$ cat config.mk
export PLATFORM = sky130hd
export DESIGN_NAME = bit_corr_top
export DESIGN_NICKNAME = d
export VERILOG_FILES = /design/src/rtl/corr_pkg.sv /design/src/rtl/corr_ram_blk.sv /design/src/rtl/corr_ctrl.sv /design/src/rtl/corr_tap_chain.sv /design/src/rtl/corr_out_stage.sv /design/src/rtl/bit_corr_top.sv
export VERILOG_INCLUDE_DIRS = /design/src /design/src/rtl
export SDC_FILE = /design/constraint.sdc
export NUM_CORES = 1
export LEC_CHECK = 0
export BUFFER_PORTS_ARGS = -buffer_cell sky130_fd_sc_hd__buf_4
export CAP_MARGIN = 10
export CORE_MARGIN = 2
export CORE_UTILIZATION = 48
export CTS_CLUSTER_DIAMETER = 30
export DETAILED_ROUTE_END_ITERATION = 7
export PLACE_DENSITY = 0.65
export SLEW_MARGIN = 40
export SYNTH_ARGS = -nofsm -noshare
export SYNTH_HDL_FRONTEND = slang
export SYNTH_SLANG_ARGS = --single-unit
$ cat constraint.sdc
create_clock -name clk -period 4.9 [get_ports clk]
set_clock_uncertainty 0.1 [all_clocks]
set_input_delay 1.225 -clock clk [delete_from_list [all_inputs] [get_ports clk]]
set_output_delay 1.225 -clock clk [all_outputs]
set_load 0.01 [all_outputs]
$ cat src/rtl/corr_config.svh
// bit correlator build configuration, lane count, widths and pattern bits
`ifndef CORR_CONFIG_SVH
`define CORR_CONFIG_SVH

// parallel lanes per input beat
`define CORR_NUM_PARALLEL 4

// input sample width
`define CORR_WAVE_WIDTH 6

// partial and final sum width, sums wrap at this width
`define CORR_ADDER_WIDTH 12

// pattern count and taps per pattern
`define CORR_NUM_CORRS 2
`define CORR_LENGTH 4

// bit c*4+k is h_c[k], 1 means +1 and 0 means -1
// pattern 1 = 1011, pattern 0 = 0110 (k=3 down to k=0)
`define CORR_PATTERNS 8'b1011_0110

// slots per beat, one per (correlator, lane)
`define CORR_DEPTH (`CORR_NUM_PARALLEL * `CORR_NUM_CORRS)

`endif

$ cat src/rtl/corr_pkg.sv
// bit correlator types shared by the control, datapath and output modules
`default_nettype none

`include "corr_config.svh"

package corr_pkg;

  // one input sample, two's complement
  typedef logic signed [`CORR_WAVE_WIDTH-1:0] sample_t;

  // partial or final sum
  typedef logic signed [`CORR_ADDER_WIDTH-1:0] acc_t;

  // slot tags
  typedef logic [$clog2(`CORR_NUM_PARALLEL)-1:0] lane_t;
  typedef logic [$clog2(`CORR_NUM_CORRS)-1:0] corr_t;

  // partial-sum memory address, {corr, lane}
  typedef logic [$clog2(`CORR_DEPTH)-1:0] slot_t;

  // input beat, flat on the port and split per lane inside
  typedef union packed {
    logic [`CORR_NUM_PARALLEL*`CORR_WAVE_WIDTH-1:0] flat;
    sample_t [`CORR_NUM_PARALLEL-1:0] lane;
  } in_word_u;

  // output beat, lane 0 in the low bits
  typedef acc_t [`CORR_NUM_PARALLEL-1:0] out_word_t;

endpackage

`default_nettype wire

$ cat src/rtl/corr_ram_blk.sv
// partial-sum column, simple dual-port with registered read
`default_nettype none

`include "corr_config.svh"

module corr_ram_blk
  import corr_pkg::*;
(
  input  logic  clk,
  input  logic  adv,
  input  slot_t wr_addr,
  input  slot_t rd_addr,
  input  acc_t  din,
  output acc_t  dout
);

  // one entry per (correlator, lane) slot
  acc_t mem [`CORR_DEPTH];

  // both ports step with the pipeline
  // same-slot read and write never share a cycle
  always_ff @(posedge clk) begin
    if (adv) begin
      mem[wr_addr] <= din;
      dout         <= mem[rd_addr];
    end
  end

endmodule

`default_nettype wire

$ cat src/rtl/corr_ctrl.sv
// correlator control, slot sequencing, clear sweep and input acceptance
`default_nettype none

`include "corr_config.svh"

module corr_ctrl
  import corr_pkg::*;
(
  input  logic  clk,
  input  logic  rst_n,
  input  logic  s_tvalid,
  output logic  s_tready,
  input  logic  hold,
  output logic  adv,
  output logic  load,
  output logic  slot_go,
  output lane_t slot_lane,
  output corr_t slot_corr,
  output logic  clearing
);

  localparam slot_t LAST_SLOT = slot_t'(`CORR_DEPTH - 1);

  // slot counter, shared by the clear sweep and beat processing
  slot_t cnt;
  logic  busy;
  logic  last;

  ////////////////////////////////////////////////////////////////////////////
  // handshake and strobes
  ////////////////////////////////////////////////////////////////////////////

  // full output side freezes everything
  assign adv  = ~hold;
  assign last = (cnt == LAST_SLOT);

  // accept when idle, or overlap with the final slot of a beat
  assign s_tready = ~clearing & ~hold & (~busy | last);
  assign load     = s_tvalid & s_tready;

  assign slot_go = busy & adv;

  // correlator-major order: upper bit picks pattern, low bits pick lane
  assign {slot_corr, slot_lane} = cnt;

  ////////////////////////////////////////////////////////////////////////////
  // sequencer
  ////////////////////////////////////////////////////////////////////////////

  always_ff @(posedge clk) begin
    if (!rst_n) begin
      cnt      <= '0;
      busy     <= 1'b0;
      clearing <= 1'b1;
    end else if (adv) begin
      if (clearing) begin
        // one slot zeroed per cycle
        cnt <= cnt + 1'b1;
        if (last) begin
          clearing <= 1'b0;
        end
      end else if (busy) begin
        cnt <= cnt + 1'b1;
        // counter wraps to 0, stay busy if the next beat came in
        if (last) begin
          busy <= load;
        end
      end else if (load) begin
        busy <= 1'b1;
      end
    end
  end

endmodule

`default_nettype wire

$ cat src/rtl/corr_tap_chain.sv
// correlator datapath, per-slot sample select, signed taps and sum memories
`default_nettype none

`include "corr_config.svh"

module corr_tap_chain
  import corr_pkg::*;
(
  input  logic     clk,
  input  logic     rst_n,
  input  logic     adv,
  input  logic     load,
  input  logic     clearing,
  input  logic     slot_go,
  input  lane_t    slot_lane,
  input  corr_t    slot_corr,
  input  in_word_u s_tdata,
  output logic     res_strobe,
  output acc_t     res_sum,
  output lane_t    res_lane,
  output corr_t    res_corr
);

  localparam int TAPS = `CORR_LENGTH;
  localparam logic [`CORR_NUM_CORRS*TAPS-1:0] PATS = `CORR_PATTERNS;

  in_word_u        in_q;
  sample_t         smp;
  acc_t            smp_ext;
  logic [TAPS-1:0] pat;
  acc_t            term0 [TAPS];
  acc_t            term1 [TAPS];
  acc_t            sum2  [TAPS];
  acc_t            ram_dout [TAPS-1];
  acc_t            wr_din   [TAPS-1];
  logic            v1;
  logic            v2;
  lane_t           lane1;
  lane_t           lane2;
  corr_t           corr1;
  corr_t           corr2;
  slot_t           rd_addr;
  slot_t           wr_addr;

  // beat held for all 8 slots
  always_ff @(posedge clk) begin
    if (load) begin
      in_q <= s_tdata;
    end
  end

  ////////////////////////////////////////////////////////////////////////////
  // stage 0, lane select and sign flip per tap
  ////////////////////////////////////////////////////////////////////////////

  always_comb begin
    smp     = in_q.lane[slot_lane];
    smp_ext = smp;
    pat     = PATS[slot_corr*TAPS +: TAPS];
    // tap n multiplies by h[3-n]
    for (int n = 0; n < TAPS; n++) begin
      term0[n] = pat[TAPS-1-n] ? smp_ext : -smp_ext;
    end
  end

  assign rd_addr = {slot_corr, slot_lane};

  // stage 1 and 2 tags
  always_ff @(posedge clk) begin
    if (!rst_n) begin
      v1    <= 1'b0;
      v2    <= 1'b0;
      lane1 <= '0;
      corr1 <= '0;
      lane2 <= '0;
      corr2 <= '0;
    end else if (adv) begin
      v1    <= slot_go;
      lane1 <= slot_lane;
      corr1 <= slot_corr;
      v2    <= v1;
      // stage 2 keeps its slot across bubbles, rewrite stays harmless
      if (v1) begin
        lane2 <= lane1;
        corr2 <= corr1;
      end
    end
  end

  always_ff @(posedge clk) begin
    if (adv) begin
      term1 <= term0;
    end
  end

  ////////////////////////////////////////////////////////////////////////////
  // stage 2, adders and memory columns
  ////////////////////////////////////////////////////////////////////////////

  always_ff @(posedge clk) begin
    if (adv) begin
      if (clearing) begin
        for (int n = 0; n < TAPS; n++) begin
          sum2[n] <= '0;
        end
      end else if (v1) begin
        // first tap has no predecessor
        sum2[0] <= term1[0];
        for (int n = 1; n < TAPS; n++) begin
          sum2[n] <= term1[n] + ram_dout[n-1];
        end
      end
    end
  end

  // sweep address comes straight from the sequencer
  assign wr_addr = clearing ? {slot_corr, slot_lane} : {corr2, lane2};

  for (genvar n = 0; n < TAPS - 1; n++) begin : g_col
    assign wr_din[n] = clearing ? acc_t'(0) : sum2[n];

    corr_ram_blk u_ram (
      .clk     (clk),
      .adv     (adv),
      .wr_addr (wr_addr),
      .rd_addr (rd_addr),
      .din     (wr_din[n]),
      .dout    (ram_dout[n])
    );
  end

  assign res_strobe = v2;
  assign res_sum    = sum2[TAPS-1];
  assign res_lane   = lane2;
  assign res_corr   = corr2;

endmodule

`default_nettype wire

$ cat src/rtl/corr_out_stage.sv
// correlator output, lane gather into a word and a two-entry valid/ready buffer
`default_nettype none

`include "corr_config.svh"

module corr_out_stage
  import corr_pkg::*;
(
  input  logic      clk,
  input  logic      rst_n,
  input  logic      adv,
  input  logic      res_strobe,
  input  acc_t      res_sum,
  input  lane_t     res_lane,
  input  corr_t     res_corr,
  output logic      hold,
  output logic      m_tvalid,
  input  logic      m_tready,
  output out_word_t m_tdata,
  output corr_t     m_tdest
);

  localparam lane_t LAST_LANE = lane_t'(`CORR_NUM_PARALLEL - 1);

  out_word_t stg_data;
  corr_t     stg_dest;
  logic      stg_valid;
  logic      take;
  logic      last_lane;
  logic      move;

  assign take      = adv & res_strobe;
  assign last_lane = (res_lane == LAST_LANE);

  // staging word drops into an empty or draining output register
  assign move = stg_valid & (~m_tvalid | m_tready);

  // both entries occupied
  assign hold = stg_valid & m_tvalid;

  ////////////////////////////////////////////////////////////////////////////
  // staging word
  ////////////////////////////////////////////////////////////////////////////

  always_ff @(posedge clk) begin
    if (take) begin
      stg_data[res_lane] <= res_sum;
      stg_dest           <= res_corr;
    end
  end

  always_ff @(posedge clk) begin
    if (!rst_n) begin
      stg_valid <= 1'b0;
    end else if (take & last_lane) begin
      stg_valid <= 1'b1;
    end else if (move) begin
      stg_valid <= 1'b0;
    end
  end

  ////////////////////////////////////////////////////////////////////////////
  // output register
  ////////////////////////////////////////////////////////////////////////////

  always_ff @(posedge clk) begin
    if (!rst_n) begin
      m_tvalid <= 1'b0;
    end else if (~m_tvalid | m_tready) begin
      m_tvalid <= stg_valid;
    end
  end

  // payload stays put while stalled
  always_ff @(posedge clk) begin
    if (move) begin
      m_tdata <= stg_data;
      m_tdest <= stg_dest;
    end
  end

endmodule

`default_nettype wire

$ cat src/rtl/bit_corr_top.sv
// streaming bit correlator top, control plus datapath and output stage
`default_nettype none

`include "corr_config.svh"

module bit_corr_top
  import corr_pkg::*;
(
  input  logic                                             clk,
  input  logic                                             rst_n,
  input  logic                                             s_tvalid,
  output logic                                             s_tready,
  input  logic [`CORR_NUM_PARALLEL*`CORR_WAVE_WIDTH-1:0]   s_tdata,
  output logic                                             m_tvalid,
  input  logic                                             m_tready,
  output logic [`CORR_NUM_PARALLEL*`CORR_ADDER_WIDTH-1:0]  m_tdata,
  output corr_t                                            m_tdest
);

  in_word_u s_word;
  logic     hold;
  logic     adv;
  logic     load;
  logic     slot_go;
  lane_t    slot_lane;
  corr_t    slot_corr;
  logic     clearing;
  logic     res_strobe;
  acc_t     res_sum;
  lane_t    res_lane;
  corr_t    res_corr;

  // port carries the flat view
  assign s_word.flat = s_tdata;

  corr_ctrl u_ctrl (
    .clk       (clk),
    .rst_n     (rst_n),
    .s_tvalid  (s_tvalid),
    .s_tready  (s_tready),
    .hold      (hold),
    .adv       (adv),
    .load      (load),
    .slot_go   (slot_go),
    .slot_lane (slot_lane),
    .slot_corr (slot_corr),
    .clearing  (clearing)
  );

  corr_tap_chain u_chain (
    .clk        (clk),
    .rst_n      (rst_n),
    .adv        (adv),
    .load       (load),
    .clearing   (clearing),
    .slot_go    (slot_go),
    .slot_lane  (slot_lane),
    .slot_corr  (slot_corr),
    .s_tdata    (s_word),
    .res_strobe (res_strobe),
    .res_sum    (res_sum),
    .res_lane   (res_lane),
    .res_corr   (res_corr)
  );

  corr_out_stage u_out (
    .clk        (clk),
    .rst_n      (rst_n),
    .adv        (adv),
    .res_strobe (res_strobe),
    .res_sum    (res_sum),
    .res_lane   (res_lane),
    .res_corr   (res_corr),
    .hold       (hold),
    .m_tvalid   (m_tvalid),
    .m_tready   (m_tready),
    .m_tdata    (m_tdata),
    .m_tdest    (m_tdest)
  );

endmodule

`default_nettype wire

==> run metrics <==
worst slack, placed=1.755 ns; Mapped Area=a little over 0.02 sq mm; vias=10550; DRC=0; Slew Limit Fails=0; GRT Util Overall=about a fifth; largest net degree at the start of global routing=63; Slew headroom=between 50 and 60%; status=finished, final reports clean; critical path peak fanout=47; Die ar.=between 0.04 and 0.05 sq mm; CTS root buffer=clkbuf_16; vias in the first global route=~11000; mean number of vias per cell=around 5.5; First-pass DRT Iterations=5; Yosys cell types=49; top cells by area, synth=edfxtp_1 75%, mux4_2 8.3%, nand2_1 2.6%, ha_1 2.2%, dfxtp_1 1.5%; Slew @ Worst Pin=between 0.7 and 0.8 ns; antenna cells=0; Core ar.=roughly 0.042 sq mm; gr ovfl total=0; cell accounting for the most synthesized area=edfxtp_1; Routed wire per std cell=approximately 22 um; Syn Inst Count=approximately 1100; Tot Pwr=~13 mW; async set-reset flop share out of synthesis=0%; Antenna Nets Post-Route=0; Starting Density=around 49%; Worst setup SP type=flop; synthesized area per cell=about 18 sq um; Placer Congestion=0.7800; register area share after synthesis=about three quarters; RSZ-0062 raised after global routing=no; final worst slack=about 1.1 ns; Setup Buffers After CTS=0; nets@finish=around 1400; Ys Warns=0; Core Util, Final=60.01%; min Tclk post-route=approximately 3.8 ns; CTS Sinks=525; PortBufs=just under 80; Hold/Removal Path Class=reg2reg; H-tree Lvls=3; number of synthesized flops with an enable pin=510; Ports=79; Worst EP required=around 3.6 ns; detailed-route wire length=between 40000 and 50000 um; maximum VDD drop=around 0.33 mV; layout cells sized above 1=roughly a quarter; Synth-to-Final Area Change=22.93%; clock-pin slew on the worst setup and hold paths=0.05 ns; Leakage=approximately 9.4 nW; endpoint type of the worst setup path=output port; Final Setup Violations=0; Post-DP HPWL=~24000 um; Non-Filler Instances=1913; CP Class=reg2out; Final Hold Fails=0; CTS resizes=0; Num CTS Buffers=94; # rows=75; Die Span X=around 210 um; syn nets=between 1000 and 1500; cts hold-fix bufs=0; first-pass GRT wire length=62950 um; CTS tree=yes; setup TNS=0 ns; Max-Cap Viols=0; initial drt markers=around 880; initial antenna violation count=0; Yosys reg bits=roughly 530; fmax=around 260 MHz; Clock Tree Buf Depth=3; Synth top area share=74.62%; Post-Place Cells=between 1500 and 2000; Pwr per Cell Area=511.7 mW/mm^2; period utilisation layout=between 70% and 80%; WP data arrival=about 2.5 ns; DIE HEIGHT=210.8 um; Most used DFF post-synth=edfxtp_1; Clock Latency Late Sink=between 0.6 and 0.7 ns
-- through the flow --
stage,hold slack (ns),area [sq um]
6_report,0.3058,25230
5_1_grt,0.3200,25230
4_1_cts,0.3065,25220
3_5_place_dp,0.3045,21900
3_3_place_gp,0.3032,21840
2_1_floorplan,0.3003,20530
-- layout by cell type, fill, tap and decap left out, drive strengths merged, types with 16 or more instances in the layout --
cell type  instances
o21ai             34
nand2            142
mux4              76
xor2              17
and3              22
ha                36
a21oi             26
clkbuf           105
a21o              16
buf              100
clkinv            36
nor2b             40
inv               17
edfxtp           510
nor2              48
-- kinds of logic after synthesis --
group / synth area share, %
XOR/XNOR: 1.195
buffers and inverters: 1.152
adder cells (fa/ha/maj): 2.487
flip-flops: 76.08
multiplexers: 8.644
AO/OA/AOI/OAI: 3.889
AND/OR/NAND/NOR: 6.553
-- critical path, cell delays in order (launching register included) --
cell      delay [ns]
dfxtp_4         0.80
ha_1            0.30
ha_1            0.17
inv_1           0.05
a21boi_0        0.34
buf_4           0.20
-- registers in the layout, indices dropped and copies added (netlist names), 2 cells and up --
name / cells
u_chain.in_q: 24
u_chain.lane1: 2
u_chain.g_col.u_ram.dout: 35
u_chain.term1: 26
u_ctrl.cnt: 3
u_chain.res_lane: 2
u_chain.g_col.u_ram.mem: 280
u_out.stg_data: 48
u_chain.sum2: 47
u_out.m_tdata: 48
-- synthesized netlist by cell type (all sizes together), types with 2 or more instances --
library cell / count
nor2: 48
and3: 22
o21a: 4
ha: 36
a21boi: 9
or3: 4
inv: 9
nand4: 2
nand2b: 4
buf: 15
mux2i: 4
mux4: 76
fa: 3
and4: 2
clkbuf: 33
edfxtp: 510
a41oi: 2
xnor2: 11
nor3: 10
xor2: 17
nand2: 142
o21bai: 8
o21ai: 34
o211ai: 2
a21oi: 26
nor2b: 40
mux2: 2
nand3: 7
nor3b: 3
dfxtp: 15
a31oi: 4
and2: 4
a211o: 4
a21o: 16
a211oi: 10
-- final timing paths --
path | startpoint | end | slack, ns | cells past startpoint
setup reg to reg | u_ctrl.cnt[2] | u_chain.g_col[1].u_ram.mem[1][5] | 1.91 | 5
setup / recovery | u_ctrl.cnt[1] | s_tready | 1.11 | 5
hold / removal | u_out.stg_data[47] | u_out.m_tdata[47] | 0.31 | 0
hold reg to reg | u_out.stg_data[47] | u_out.m_tdata[47] | 0.31 | 0
-- report_power, final --
part / switching (mW) / total (mW) / internal (mW)
logic: 0.594 / 1.03 / 0.437
clock network: 2.24 / 6.65 / 4.41
registers: 0.113 / 5.23 / 5.11
total: 2.95 / 12.9 / 9.96
-- layout make-up --
type                       instances  area (sq um)
fill                            3034         16810
sequential                       525         15630
multi-input combinational        564          4786
clock buffer                     105          2436
clock inverter                    70         883.3
timing repair buffer             100         785.8
tap                              539         674.4
inverter                          10         37.54
-- metal layers --
layer  global-route usage [%]  part of all wire [%]  up-vias
li1                         -                     -     4802
met1                    25.97                    43     5332
met2                    30.32                    48      333
met3                    4.222                   6.1       81
met4                    7.212                   2.4        0
met5                        0                     0        -
Note: power is estimated with default switching activity, not from simulation.
